$ cat src/spi_pkg.sv
/* Shared constants for the SPI master: register map, CR1 and SR bit positions,
   reset values and the widths of the data path, baud divider and edge counter */
package spi_pkg;

    // Bus widths
    localparam int DATA_W = 8;                      // Data and register width
    localparam int ADDR_W = 3;                      // APB address width

    // Register map, anything else answers with PSLVERR
    localparam logic [ADDR_W-1:0] ADDR_CR1 = 3'd0;
    localparam logic [ADDR_W-1:0] ADDR_CR2 = 3'd1;
    localparam logic [ADDR_W-1:0] ADDR_BR  = 3'd2;
    localparam logic [ADDR_W-1:0] ADDR_SR  = 3'd3;  // Read only
    localparam logic [ADDR_W-1:0] ADDR_DR  = 3'd5;

    // CR1 fields
    localparam int CR1_SPIE  = 7;                   // Rx full and mode fault irq enable
    localparam int CR1_SPE   = 6;                   // SPI enable
    localparam int CR1_SPTIE = 5;                   // Tx empty irq enable
    localparam int CR1_MSTR  = 4;
    localparam int CR1_CPOL  = 3;
    localparam int CR1_CPHA  = 2;
    localparam int CR1_LSBFE = 0;

    // Status fields
    localparam int SR_SPIF  = 7;                    // Receive full
    localparam int SR_SPTEF = 5;                    // Transmit empty
    localparam int SR_MODF  = 4;

    // Reset values
    localparam logic [DATA_W-1:0] CR1_RESET = 8'h04;
    localparam logic [DATA_W-1:0] REG_RESET = 8'h00; // CR2, BR and DR

    // Baud register layout: sppr in BR[6:4], spr in BR[2:0]
    localparam int SPPR_W      = 3;
    localparam int SPR_W       = 3;
    localparam int BR_SPPR_LSB = 4;
    localparam int BR_SPR_LSB  = 0;

    // Half period reaches 8 * 2^8 / 2, one extra bit holds that count itself
    localparam int DIV_W = $clog2(8 * (2 ** 8) / 2) + 1;

    // 16 SCK edges per byte
    localparam int EDGE_W = $clog2(2 * DATA_W);

endpackage

$ cat src/spi_apb_regs.sv
/* APB slave for the SPI master: SETUP/ACCESS FSM, CR1/CR2/BR/DR registers,
   SPIF/SPTEF flags, status word, read mux, transfer start and interrupt */
module spi_apb_regs (
    input  logic                         PCLK,
    input  logic                         PRESETn,
    input  logic                         PSEL,
    input  logic                         PENABLE,
    input  logic                         PWRITE,
    input  logic [spi_pkg::ADDR_W-1:0]   PADDR,
    input  logic [spi_pkg::DATA_W-1:0]   PWDATA,
    input  logic [spi_pkg::DATA_W-1:0]   rx_data,           // Byte from the shifter
    input  logic                         transfer_complete, // One cycle at end of byte
    input  logic                         spi_busy,
    output logic [spi_pkg::DATA_W-1:0]   PRDATA,
    output logic                         PREADY,
    output logic                         PSLVERR,
    output logic                         cpol,
    output logic                         cpha,
    output logic                         lsbfe,
    output logic [spi_pkg::SPPR_W-1:0]   sppr,
    output logic [spi_pkg::SPR_W-1:0]    spr,
    output logic [spi_pkg::DATA_W-1:0]   tx_data,
    output logic                         load_tx,
    output logic                         spi_interrupt_request
);

    logic [spi_pkg::DATA_W-1:0] cr1;
    logic [spi_pkg::DATA_W-1:0] cr2;
    logic [spi_pkg::DATA_W-1:0] br;
    logic [spi_pkg::DATA_W-1:0] dr;
    logic [spi_pkg::DATA_W-1:0] sr;    // Assembled status word
    logic                       sptef; // No byte waiting in DR
    logic                       spif;  // Received byte waiting in DR
    logic                       modf;
    logic                       in_access;
    logic                       mapped;
    logic                       wr_en;
    logic                       rd_en;
    logic                       dr_wr;
    logic                       dr_rd;

    // Two states only, SETUP when low and ACCESS when high
    always_ff @(posedge PCLK or negedge PRESETn) begin
        if (!PRESETn) begin
            in_access <= 1'b0;
        end else if (in_access) begin
            in_access <= 1'b0;              // One ACCESS cycle per transfer
        end else begin
            in_access <= PSEL && PENABLE;   // PENABLE seen, answer next cycle
        end
    end

    always_comb begin
        case (PADDR)
            spi_pkg::ADDR_CR1,
            spi_pkg::ADDR_CR2,
            spi_pkg::ADDR_BR,
            spi_pkg::ADDR_SR,
            spi_pkg::ADDR_DR: mapped = 1'b1;
            default:          mapped = 1'b0;
        endcase
    end

    assign PREADY  = in_access;
    assign PSLVERR = in_access && !mapped;          // Decode error only
    assign wr_en   = in_access && PWRITE && mapped;
    assign rd_en   = in_access && !PWRITE && mapped;
    assign dr_wr   = wr_en && (PADDR == spi_pkg::ADDR_DR);
    assign dr_rd   = rd_en && (PADDR == spi_pkg::ADDR_DR);

    always_ff @(posedge PCLK or negedge PRESETn) begin
        if (!PRESETn) begin
            cr1 <= spi_pkg::CR1_RESET;
            cr2 <= spi_pkg::REG_RESET;
            br  <= spi_pkg::REG_RESET;
            dr  <= spi_pkg::REG_RESET;
        end else begin
            if (wr_en) begin
                case (PADDR)
                    spi_pkg::ADDR_CR1: cr1 <= PWDATA;
                    spi_pkg::ADDR_CR2: cr2 <= PWDATA;
                    spi_pkg::ADDR_BR:  br  <= PWDATA;
                    spi_pkg::ADDR_DR:  dr  <= PWDATA;
                    default:           ;            // SR writes are ignored
                endcase
            end
            // Rx byte lands in DR unless the CPU writes it now or a byte is still queued
            if (transfer_complete && !dr_wr && (sptef || load_tx)) begin
                dr <= rx_data;
            end
        end
    end

    always_ff @(posedge PCLK or negedge PRESETn) begin
        if (!PRESETn) begin
            sptef <= 1'b1;
            spif  <= 1'b0;
        end else begin
            if (load_tx) sptef <= 1'b1;             // Byte handed to the shifter
            if (dr_wr)   sptef <= 1'b0;             // New byte queued, wins over load
            if (dr_rd)   spif  <= 1'b0;
            if (transfer_complete) spif <= 1'b1;    // Fresh data beats a clearing read
        end
    end

    // No slave-select input, so a mode fault cannot be seen
    assign modf = 1'b0;

    // Control fields
    assign cpol    = cr1[spi_pkg::CR1_CPOL];
    assign cpha    = cr1[spi_pkg::CR1_CPHA];
    assign lsbfe   = cr1[spi_pkg::CR1_LSBFE];
    assign sppr    = br[spi_pkg::BR_SPPR_LSB +: spi_pkg::SPPR_W];
    assign spr     = br[spi_pkg::BR_SPR_LSB +: spi_pkg::SPR_W];
    assign tx_data = dr;

    // Start when enabled, master, byte queued and shifter idle
    // spi_busy follows a cycle later and ends the pulse
    assign load_tx = cr1[spi_pkg::CR1_SPE] && cr1[spi_pkg::CR1_MSTR] && !sptef && !spi_busy;

    assign spi_interrupt_request = (cr1[spi_pkg::CR1_SPIE] && spif) ||
                                   (cr1[spi_pkg::CR1_SPTIE] && sptef) ||
                                   (cr1[spi_pkg::CR1_SPIE] && modf);

    always_comb begin
        sr                    = '0;
        sr[spi_pkg::SR_SPIF]  = spif;
        sr[spi_pkg::SR_SPTEF] = sptef;
        sr[spi_pkg::SR_MODF]  = modf;
    end

    // Read data only while PREADY is high, zero otherwise
    always_comb begin
        PRDATA = '0;
        if (rd_en) begin
            case (PADDR)
                spi_pkg::ADDR_CR1: PRDATA = cr1;
                spi_pkg::ADDR_CR2: PRDATA = cr2;
                spi_pkg::ADDR_BR:  PRDATA = br;
                spi_pkg::ADDR_SR:  PRDATA = sr;
                spi_pkg::ADDR_DR:  PRDATA = dr;
                default:           PRDATA = '0;
            endcase
        end
    end

endmodule

$ cat src/spi_baud_gen.sv
/* SCK half-period tick generator, (sppr+1) * 2^spr PCLK cycles per tick */
module spi_baud_gen (
    input  logic                        PCLK,
    input  logic                        PRESETn,
    input  logic                        run,        // High during a transfer
    input  logic [spi_pkg::SPPR_W-1:0]  sppr,       // Prescaler, divide by sppr+1
    input  logic [spi_pkg::SPR_W-1:0]   spr,        // Power-of-two selector
    output logic                        half_tick
);

    logic [spi_pkg::DIV_W-1:0] sppr_ext;
    logic [spi_pkg::DIV_W-1:0] half_period;
    logic [spi_pkg::DIV_W-1:0] cnt_last;
    logic [spi_pkg::DIV_W-1:0] cnt;

    assign sppr_ext    = {{(spi_pkg::DIV_W - spi_pkg::SPPR_W){1'b0}}, sppr};
    assign half_period = (sppr_ext + 1'b1) << spr;  // Largest value 8 << 7
    assign cnt_last    = half_period - 1'b1;

    // Counts only while running, restarts after every tick
    always_ff @(posedge PCLK or negedge PRESETn) begin
        if (!PRESETn) begin
            cnt <= '0;
        end else if (!run) begin
            cnt <= '0;                              // Next transfer starts a full period
        end else if (cnt >= cnt_last) begin
            cnt <= '0;                              // Also catches a shrunk divider
        end else begin
            cnt <= cnt + 1'b1;
        end
    end

    assign half_tick = run && (cnt >= cnt_last);

endmodule

$ cat src/spi_shifter.sv
/* SPI master shift engine: SCK phase, MOSI out, MISO capture, ss_n
   and the 16-edge counter for one byte in any cpol/cpha mode and bit order */
module spi_shifter (
    input  logic                        PCLK,
    input  logic                        PRESETn,
    input  logic                        load_tx,            // Start pulse from the registers
    input  logic [spi_pkg::DATA_W-1:0]  tx_data,
    input  logic                        cpol,
    input  logic                        cpha,
    input  logic                        lsbfe,
    input  logic                        half_tick,
    input  logic                        miso,
    output logic                        run,
    output logic                        spi_busy,
    output logic [spi_pkg::DATA_W-1:0]  rx_data,
    output logic                        transfer_complete,
    output logic                        sck,
    output logic                        mosi,
    output logic                        ss_n
);

    logic [spi_pkg::DATA_W-1:0] tx_sr;      // Bits still to send
    logic [spi_pkg::DATA_W-1:0] rx_sr;      // Bits received so far
    logic [spi_pkg::DATA_W-1:0] tx_next;
    logic [spi_pkg::DATA_W-1:0] load_next;
    logic [spi_pkg::EDGE_W-1:0] edge_cnt;   // Edges already made in this byte
    logic                       busy;
    logic                       sck_phase;  // SCK relative to its idle level
    logic                       start;
    logic                       leading;
    logic                       last_edge;
    logic                       do_sample;
    logic                       do_shift;
    logic                       tx_bit;
    logic                       load_bit;

    assign start     = load_tx && !busy;
    assign leading   = !edge_cnt[0];        // Even edges leave the idle level
    assign last_edge = &edge_cnt;           // Edge 16, 2*DATA_W is a power of two

    // Mode 0/2 sample leading, drive trailing; mode 1/3 the other way round
    assign do_sample = busy && half_tick && (leading ^ cpha);
    assign do_shift  = busy && half_tick && (cpha ? leading : (!leading && !last_edge));

    // Next bit and the register after it, MSB or LSB first
    assign tx_bit    = lsbfe ? tx_sr[0] : tx_sr[spi_pkg::DATA_W-1];
    assign tx_next   = lsbfe ? (tx_sr >> 1) : (tx_sr << 1);
    assign load_bit  = lsbfe ? tx_data[0] : tx_data[spi_pkg::DATA_W-1];
    assign load_next = lsbfe ? (tx_data >> 1) : (tx_data << 1);

    always_ff @(posedge PCLK or negedge PRESETn) begin
        if (!PRESETn) begin
            busy              <= 1'b0;
            ss_n              <= 1'b1;
            sck_phase         <= 1'b0;
            edge_cnt          <= '0;
            transfer_complete <= 1'b0;
            mosi              <= 1'b0;
        end else begin
            transfer_complete <= 1'b0;
            if (start) begin
                busy      <= 1'b1;
                ss_n      <= 1'b0;                      // Select on load
                sck_phase <= 1'b0;
                edge_cnt  <= '0;
                if (!cpha) mosi <= load_bit;            // First bit ahead of first edge
            end else if (busy && half_tick) begin
                sck_phase <= ~sck_phase;
                edge_cnt  <= edge_cnt + 1'b1;           // Wraps to zero after the last edge
                if (do_shift) mosi <= tx_bit;
                if (last_edge) begin
                    busy              <= 1'b0;          // All four change together
                    ss_n              <= 1'b1;
                    transfer_complete <= 1'b1;
                end
            end
        end
    end

    // Shift registers
    always_ff @(posedge PCLK) begin
        if (start) begin
            tx_sr <= cpha ? tx_data : load_next;        // cpha 0 already sent one bit
        end else if (do_shift) begin
            tx_sr <= tx_next;
        end
        if (do_sample) begin
            if (lsbfe) begin
                rx_sr <= {miso, rx_sr[spi_pkg::DATA_W-1:1]};
            end else begin
                rx_sr <= {rx_sr[spi_pkg::DATA_W-2:0], miso};
            end
        end
    end

    assign sck      = cpol ^ sck_phase;     // Idles at cpol
    assign run      = busy;
    assign spi_busy = busy;
    assign rx_data  = rx_sr;                // Complete in the transfer_complete cycle

endmodule

$ cat src/spi_top.sv
/* SPI master top: APB register block, baud generator and shift engine */
module spi_top (
    input  logic                        PCLK,
    input  logic                        PRESETn,
    input  logic                        PSEL,
    input  logic                        PENABLE,
    input  logic                        PWRITE,
    input  logic [spi_pkg::ADDR_W-1:0]  PADDR,
    input  logic [spi_pkg::DATA_W-1:0]  PWDATA,
    output logic [spi_pkg::DATA_W-1:0]  PRDATA,
    output logic                        PREADY,
    output logic                        PSLVERR,
    output logic                        sck,
    output logic                        mosi,
    input  logic                        miso,
    output logic                        ss_n,
    output logic                        spi_interrupt_request
);

    // Registers to shifter
    logic                       cpol;
    logic                       cpha;
    logic                       lsbfe;
    logic [spi_pkg::DATA_W-1:0] tx_data;
    logic                       load_tx;
    // Registers to baud generator
    logic [spi_pkg::SPPR_W-1:0] sppr;
    logic [spi_pkg::SPR_W-1:0]  spr;
    // Shifter back to registers and baud generator
    logic [spi_pkg::DATA_W-1:0] rx_data;
    logic                       transfer_complete;
    logic                       spi_busy;
    logic                       run;
    logic                       half_tick;

    spi_apb_regs regs0 (
        .PCLK(PCLK), .PRESETn(PRESETn),
        .PSEL(PSEL), .PENABLE(PENABLE), .PWRITE(PWRITE),
        .PADDR(PADDR), .PWDATA(PWDATA),
        .rx_data(rx_data), .transfer_complete(transfer_complete), .spi_busy(spi_busy),
        .PRDATA(PRDATA), .PREADY(PREADY), .PSLVERR(PSLVERR),
        .cpol(cpol), .cpha(cpha), .lsbfe(lsbfe),
        .sppr(sppr), .spr(spr),
        .tx_data(tx_data), .load_tx(load_tx),
        .spi_interrupt_request(spi_interrupt_request)
    );

    spi_baud_gen baud0 (
        .PCLK(PCLK), .PRESETn(PRESETn),
        .run(run), .sppr(sppr), .spr(spr),
        .half_tick(half_tick)
    );

    spi_shifter shift0 (
        .PCLK(PCLK), .PRESETn(PRESETn),
        .load_tx(load_tx), .tx_data(tx_data),
        .cpol(cpol), .cpha(cpha), .lsbfe(lsbfe),
        .half_tick(half_tick), .miso(miso),
        .run(run), .spi_busy(spi_busy),
        .rx_data(rx_data), .transfer_complete(transfer_complete),
        .sck(sck), .mosi(mosi), .ss_n(ss_n)
    );

endmodule

$ cat config.mk
export PLATFORM = sky130hd
export DESIGN_NAME = spi_top
export DESIGN_NICKNAME = d
export VERILOG_FILES = /design/src/spi_pkg.sv /design/src/spi_apb_regs.sv /design/src/spi_baud_gen.sv /design/src/spi_shifter.sv /design/src/spi_top.sv
export SDC_FILE = /design/constraint.sdc
export NUM_CORES = 1
export LEC_CHECK = 0
export ABC_AREA = 1
export BUFFER_PORTS_ARGS = -buffer_cell sky130_fd_sc_hd__buf_4
export CORE_ASPECT_RATIO = 0.75
export CORE_MARGIN = 2
export CORE_UTILIZATION = 30
export CTS_CLUSTER_DIAMETER = 100
export DETAILED_ROUTE_END_ITERATION = 10
export HOLD_SLACK_MARGIN = 0.05
export PLACE_DENSITY = 0.46
export SETUP_SLACK_MARGIN = 0.4
export SYNTH_ARGS = -nofsm -noshare
export SYNTH_HDL_FRONTEND = slang
export SYNTH_SLANG_ARGS = --single-unit
export TNS_END_PERCENT = 10
$ cat constraint.sdc
create_clock -name PCLK -period 6.8 [get_ports PCLK]
set_clock_uncertainty 0.05 [all_clocks]
set_input_delay 0.68 -clock PCLK [delete_from_list [all_inputs] [get_ports PCLK]]
set_output_delay 0.68 -clock PCLK [all_outputs]
set_load 0.005 [all_outputs]
==> results.py, run 1 <==
metrics = {
    "status": {
        "outcome": "completed",
    },
    "logic_synthesis": {
        "synth.yosys.seq_area_share": 0.438,
        "synth_cell_types": 39,
        "synth_seq_cells": 71,
        "syn_area_per_cell_um2": 7.92,
        "yosysTopAreaCellShare": 0.307,
        "synth-main-ff-cell": "dfrtp_1",
        "yosys_warnings": 0,
        "synthTopCellsByCount": "nand2_1, inv_1, dfrtp_1, o21ai_0, nor2_1",
        "synth_enable_flop_cells": 16,
        "syn-cell-area_um2": 4240,
        "synth_cells": 536,
        "async_flop_share": 0.775,
        "syn_nets": 568,
        "ys_top_cells_by_area": "dfrtp_1, nand2_1, edfxtp_1, inv_1, o21ai_0",
        "yosysTopAreaCell": "dfrtp_1",
        "yosysMostFrequentCell": "nand2_1",
    },
    "cts": {
        "cts-root-buf": "clkbuf_16",
        "clock_sinks": 71,
        "clk_path_buf_depth": 2,
        "cts_tree": "built",
        "clk_latency_ns": 0.33,
        "cts_buffers": 9,
        "cts_hold_buffers": 0,
        "cts_resized": 0,
        "cts_max_level": 3,
        "postCtsSetupRepairBufs": 0,
        "clk_pin_slew_ns": 0.06,
    },
    "timing": {
        "period_minus_slack_ns": 4.16,
        "fin_setup_tns_ns": 0,
        "rsz0062_at_grt": "no",
        "hold_viol": 0,
        "drv_slew": 0,
        "worst-slew-pin-transition_ns": 1.21,
        "fin_ws_ns": 2.64,
        "max_freq_mhz": 240,
        "setup_viol": 0,
        "finalCritPeriodShare": 0.611,
        "relSlewSlack": 0.188,
    },
    "place": {
        "hpwl_um": 8210,
        "gp_congestion": 0.870,
        "post-place-ws_ns": 2.61,
        "place.port_buffers": 30,
        "place_inst": 727,
        "place_area_um2": 4630,
    },
    "critical_path": {
        "crit_path_start_kind": "register",
        "worstSetupPathType": "reg -> reg",
        "critPathSlowestCell": "nor3_1",
        "critPathMaxStageDelay_ns": 0.97,
        "crit_chain": "ha_1 -> o21ai_1 -> nor2_1 -> nand2_1 -> ha_1 -> nand3_1 -> nor2_4 -> nand2_1 -> nand2_1 -> nand2_1 -> ha_1 -> inv_1 -> nor2_1 -> nand2_1 -> nor2_1 -> nor2_1 -> nand3_1 -> nand2_1 -> nor3_1",
        "worst_ep_required_time_ns": 6.70,
        "cp_num_buf_inv": 1,
        "rr_worst_depth": 19,
        "cp_common_cell": "nand2_1",
        "cp_max_fo": 9,
        "critPathLaunch": "regs0.br[4]$_DFFE_PN0P_",
        "rr_startpoint": "regs0.br[4]$_DFFE_PN0P_",
        "cp.arrival_ns": 4.05,
        "worst-path-stages": 19,
        "end_kind": "register",
        "critPathTopFamily": "simple AND/OR/NAND/NOR gates",
    },
    "floorplan": {
        "dieArea_um2": 15100,
        "die_h_um": 107,
        "core_um2": 13700,
        "placementRows": 37,
        "initial_core_util": 0.309,
        "ios": 31,
        "die_w_um": 141,
    },
    "cells_and_area": {
        "n_fill_cell": 1443,
        "area_growth_pct": 15.4,
        "drive_gt1_frac": 0.127,
        "design_area_um2": 4900,
        "regArea_um2": 1860,
        "diodes": 0,
        "multiInputGateArea_um2": 2080,
        "final_nets": 595,
        "layout.cells.non_filler": 742,
    },
    "global_route": {
        "grt_start_max_net_pins": 56,
        "grt_pass1_vias": 3484,
        "grt_pass1_wl_um": 18100,
        "antenna_found_initial": 0,
        "overflow": 0,
        "grt_use_total": 0.155,
    },
    "power": {
        "power.total_w": 0.00137,
        "swShare": 0.342,
        "p_comb_frac": 0.274,
        "power_frac_clock": 0.321,
        "irDropWorstVdd_uv": 110,
        "p_int_w": 0.000898,
        "p_per_area_nw_per_um2": 279,
        "seqPwrFrac": 0.405,
        "p_leak_nw": 2.22,
        "p_switching_w": 0.000467,
    },
    "drt": {
        "via_count": 3576,
        "wl_per_cell_um": 14.7,
        "ant_nets": 0,
        "drc_errors": 0,
        "wl_um": 10900,
        "drt_iter0_markers": 192,
        "drtPass1Iterations": 4,
        "via_per_inst": 4.82,
    },
    "hold_path": {
        "hold_path_class": "in -> async",
    },
    "run": {
        "maxCapViolCount": 0,
    },
}
==> sequential cells by signal, summed over array words and instances, names as in the netlist, 4 cells and up <==
name,count
baud0.cnt,11
regs0.br,8
regs0.cr1,8
regs0.cr2,8
regs0.tx_data,8
shift0.edge_cnt,4
shift0.rx_data,8
shift0.tx_sr,8
==> layout by cell type, fill, tap and decap left out, drive strengths merged <==
master and n:
edfxtp 16, a21o 1, ha 15, xor2 10, o221ai 8, o211ai 1
nor3 7, o21ai 58, inv 60, a41oi 6, or2 1, a22o 3
buf 32, dfstp 3, nor3b 1, a31oi 4, clkinv 1, o31ai 2
clkbuf 14, nor2 41, nand2 166, nor4b 1, nand3b 2, xnor2 6
nand4 5, nand3 34, dfrtp 52, a21oi 17
==> final timing paths <==
kind                                                to  slack [ns]
max                        shift0.rx_data[3]$_DFFE_PP_        2.64
min                             regs0.PREADY$_DFF_PN0_        0.34
max reg2reg                shift0.rx_data[3]$_DFFE_PP_        2.64
min reg2reg                     baud0.cnt[0]$_DFF_PN0_        0.42
max in group asynchronous      shift0.mosi$_DFFE_PN0P_        5.87
min in group PCLK               baud0.cnt[0]$_DFF_PN0_        0.42
==> through the flow <==
stage | hold WS (ns) | utilization
CTS | 0.375 | 0.356
floorplan | 0.334 | -
detailed placement | 0.425 | 0.337
global placement | 0.407 | 0.337
finish | 0.337 | 0.356
global route | 0.402 | 0.356
==> metal layers <==
| layer | up-vias | global-route usage | wire (um) |
|---|---|---|---|
| met2 | 73 | 0.224 | 4540 |
| met5 | - | 0 | 0 |
| met1 | 1669 | 0.231 | 5770 |
| li1 | 1827 | - | - |
| met3 | 7 | 0.0393 | 525 |
| met4 | 0 | 0.0379 | 103 |
==> power by group through the flow <==
stage	sequential, W	clock [W]	combinational (W)
after floorplan	0.000537	0	0.000283
after global placement	0.000558	0	0.000373
after detailed placement	0.000560	0	0.000375
after CTS	0.000554	0.000448	0.000378
after global routing	0.000562	0.000464	0.000436
final	0.000553	0.000438	0.000374
==> logic make-up (layout without fill, tap and decap cells) <==
| group | after synthesis | count (layout) | share of synthesized area |
|---|---|---|---|
| AOI/OAI and AO/OA | 100 | 100 | 0.138 |
| xor gates and xnor gates | 16 | 16 | 0.0330 |
| adders and majority gates | 15 | 15 | 0.0442 |
| buffers and inverters | 76 | 107 | 0.0716 |
| DFF | 71 | 71 | 0.438 |
| and+or+nand+nor | 258 | 258 | 0.275 |
==> cell type report <==
class	instances	share of cell area
clock buffers	14	0.0539
clock inverters	1	0.00102
inverters	60	0.0465
multi-input cells	389	0.425
flip-flops and latches	71	0.380
well taps	175	0.0447
repair buffers	32	0.0491
(Power assumes the default switching activity.)
==> inputs of run 2 (changes only) <==
- ABC_AREA: 1 -> 0
- PLACE_DENSITY: 0.46 -> 0.48
- clock period: 6.8 -> 3.7 ns (I/O delays scaled with it)
==> run 2 against run 1 <==
  * Critical path depth decreased by 4
  * Global-route usage decreased by 0.53 points
  * Core utilization increased by 2.3 points
  * Total power grew 110%
  * Clock power is 94% higher
  * Sequential share of layout area down 2.6 points
  * Via count fell by 5.9%
  * Register-to-register slack worse by 2.4 ns
  * Synthesized area rose by 1.7%
  * Sequential power grew 88%
  * Routed wire length is 0.91% lower
  * Critical endpoint is now shift0.mosi$_DFFE_PN0P_
  * Largest cell class unchanged
  * Highest routed layer unchanged
==> results.py, run 2 <==
metrics = {
    "status": {
        "outcome": "completed",
    },
    "logic_synthesis": {
        "synthXorXnorAreaFrac": 0.0383,
        "yosysTopAreaCellShare": 0.302,
        "synthMuxAreaShare": 0.154,
        "yosys_warnings": 0,
        "synthTopCellsByCount": "nand2_1, dfrtp_1, mux2_2, nor2_1, mux2i_1",
        "synth-simple-area-share": 0.151,
        "syn_nets": 455,
        "synth_cell_types": 63,
        "ys_top_cells_by_area": "dfrtp_1, edfxtp_1, mux2_2, nand2_1, mux2i_1",
        "yosysTopAreaCell": "dfrtp_1",
        "synth.yosys.seq_area_share": 0.431,
        "synth-main-ff-cell": "dfrtp_1",
        "synth_enable_flop_cells": 16,
        "yosysMostFrequentCell": "nand2_1",
        "synth_top_family_by_area": "multiplexers",
        "synth_seq_cells": 71,
        "synthAdderAreaFrac": 0.0435,
        "synth_compound_area_frac": 0.151,
        "async_flop_share": 0.775,
        "syn_area_per_cell_um2": 10.2,
        "syn-cell-area_um2": 4310,
        "synth_cells": 423,
    },
    "timing": {
        "fin_ws_ns": 0.281,
        "setup_viol": 0,
        "relSlewSlack": 0.252,
        "max_freq_mhz": 293,
        "worst-slew-pin-transition_ns": 1.11,
        "finalCritPeriodShare": 0.924,
        "hold_viol": 0,
        "holdWs_ns": 0.0372,
        "period_minus_slack_ns": 3.42,
        "rsz0062_at_grt": "yes",
        "drv_slew": 0,
    },
    "cts": {
        "cts_buffers": 9,
        "cts_tree": "built",
        "cts_hold_buffers": 0,
        "cts_max_level": 3,
        "clk_latency_ns": 0.33,
        "clock_sinks": 71,
        "clk_path_buf_depth": 2,
        "clk_pin_slew_ns": 0.06,
        "cts-root-buf": "clkbuf_16",
    },
    "drt": {
        "via_per_inst": 5.19,
        "via_count": 3365,
        "ant_nets": 0,
        "drtPass1Iterations": 4,
        "wl_um": 10800,
        "drt_iter0_markers": 227,
        "wl_per_cell_um": 16.7,
        "drc_errors": 0,
    },
    "power": {
        "p_leak_nw": 2.23,
        "power.total_w": 0.00281,
        "irDropWorstVdd_uv": 165,
        "p_per_area_nw_per_um2": 534,
    },
    "floorplan": {
        "ios": 31,
        "die_h_um": 108,
        "core_um2": 13900,
        "die_w_um": 142,
        "dieArea_um2": 15400,
        "initial_core_util": 0.311,
        "placementRows": 37,
    },
    "cells_and_area": {
        "top_register": "baud0.cnt",
        "final_nets": 500,
        "area_growth_pct": 21.9,
        "mostFrequentLayoutCell": "buf_4",
        "final_cell_mix": "buf_4, nand2_1, dfrtp_1, mux2_2, nor2_1",
        "layout.cells.non_filler": 648,
        "diodes": 0,
        "drive_gt1_frac": 0.315,
        "largest_register_ffs": 11,
        "design_area_um2": 5260,
        "n_fill_cell": 1340,
    },
    "critical_path": {
        "crit_chain": "buf_6 -> nand4b_1 -> o21ai_1 -> a221o_1 -> a221oi_4 -> nor3b_2 -> o32a_1 -> ha_4 -> a21oi_1 -> o21ai_1 -> a21oi_2 -> a21oi_2 -> buf_6 -> a21oi_2 -> mux2_2",
        "rr_worst_depth": 15,
        "critPathMaxStageDelay_ns": 0.42,
        "cp_common_cell": "a21oi_2",
        "crit_path_start_kind": "register",
        "cp-endpoint": "shift0.mosi$_DFFE_PN0P_",
        "critPathSlowestCell": "dfrtp_1",
        "worst_ep_required_time_ns": 3.86,
        "r2r_setup_slack_ns": 0.28,
        "end_kind": "register",
        "cp_num_buf_inv": 2,
        "cp_max_fo": 7,
        "rr_startpoint": "regs0.br[4]$_DFFE_PN0P_",
        "worst-path-stages": 15,
        "worstSetupPathType": "reg -> reg",
        "r2r-end": "shift0.mosi$_DFFE_PN0P_",
        "critPathLaunch": "regs0.br[4]$_DFFE_PN0P_",
        "critPathTopFamily": "compound AO/OA/AOI/OAI gates",
        "cp.arrival_ns": 3.58,
    },
    "global_route": {
        "grt_pass1_wl_um": 17600,
        "grt_use_total": 0.150,
        "overflow": 0,
        "antenna_found_initial": 0,
        "grt_start_max_net_pins": 56,
        "grt_pass1_vias": 3199,
    },
    "place": {
        "gp_congestion": 0.894,
        "place_area_um2": 4810,
        "post-place-ws_ns": -0.0115,
        "place_inst": 619,
        "place.port_buffers": 30,
        "hpwl_um": 7880,
    },
    "run": {
        "maxCapViolCount": 0,
    },
    "hold_path": {
        "hold_path_class": "in -> async",
    },
}
run 2: cell count changes after synthesis, sizes merged, moves of 19 or more:
cell,before,now
mux2,0,40
mux2i,0,19
nand3,34,10
nand2,166,53
inv,60,11
o21ai,58,21
run 2: area by class of cell:
cell class                 instances  area (um2)  area share
clock buffer                      10         229      0.0435
clock inverter                     6        60.1      0.0114
inverter                          11        41.3     0.00785
multi-input combinational        320        2420       0.461
sequential                        71        1860       0.355
tap                              175         219      0.0416
timing repair buffer              55         420      0.0799
run 2: routing by layer:
layer  part of all wire  GRT usage
met1               0.51      0.222
met2               0.43      0.214
met3              0.053     0.0378
met4              0.010     0.0424
met5                  0          0
run 2: how the worst min path moves through the flow:
stage             from  slack (ns)                       to
2_1_floorplan  PRESETn        0.02   baud0.cnt[0]$_DFF_PN0_
3_3_place_gp   PRESETn        0.42  regs0.br[1]$_DFFE_PN0P_
3_5_place_dp   PRESETn        0.42  regs0.br[1]$_DFFE_PN0P_
4_1_cts        PRESETn        0.06  regs0.br[1]$_DFFE_PN0P_
5_1_grt        PRESETn        0.08  regs0.br[1]$_DFFE_PN0P_
6_report       PRESETn        0.04  regs0.br[1]$_DFFE_PN0P_
run 2: stage by stage:
stage / TNS [ns] / utilization
floorplan: 0 / -
detailed placement: -0.0792 / 0.346
global placement: -0.0624 / 0.346
finish: 0 / 0.379
global route: 0 / 0.379
CTS: 0 / 0.377
run 2: repair_timing:
item,4_1_cts,5_1_grt
resized for setup,18,1
buffers inserted,11,2
setup endpoints to repair,36,36
pin swaps,5,1
run 2: kinds of logic after synthesis:
logic type | after synthesis
simple gates | 138
buf+inv | 32
fa+ha+maj | 15
compound gates | 89
xor+xnor | 18
flops | 71
mux | 60
run 2: report_power, final:
| part | switching, W | internal (W) |
|---|---|---|
| combinational | 0.000492 | 0.000428 |
| sequential | 0.000127 | 0.000914 |
| clock | 0.000329 | 0.000519 |
| total | 0.000947 | 0.00186 |
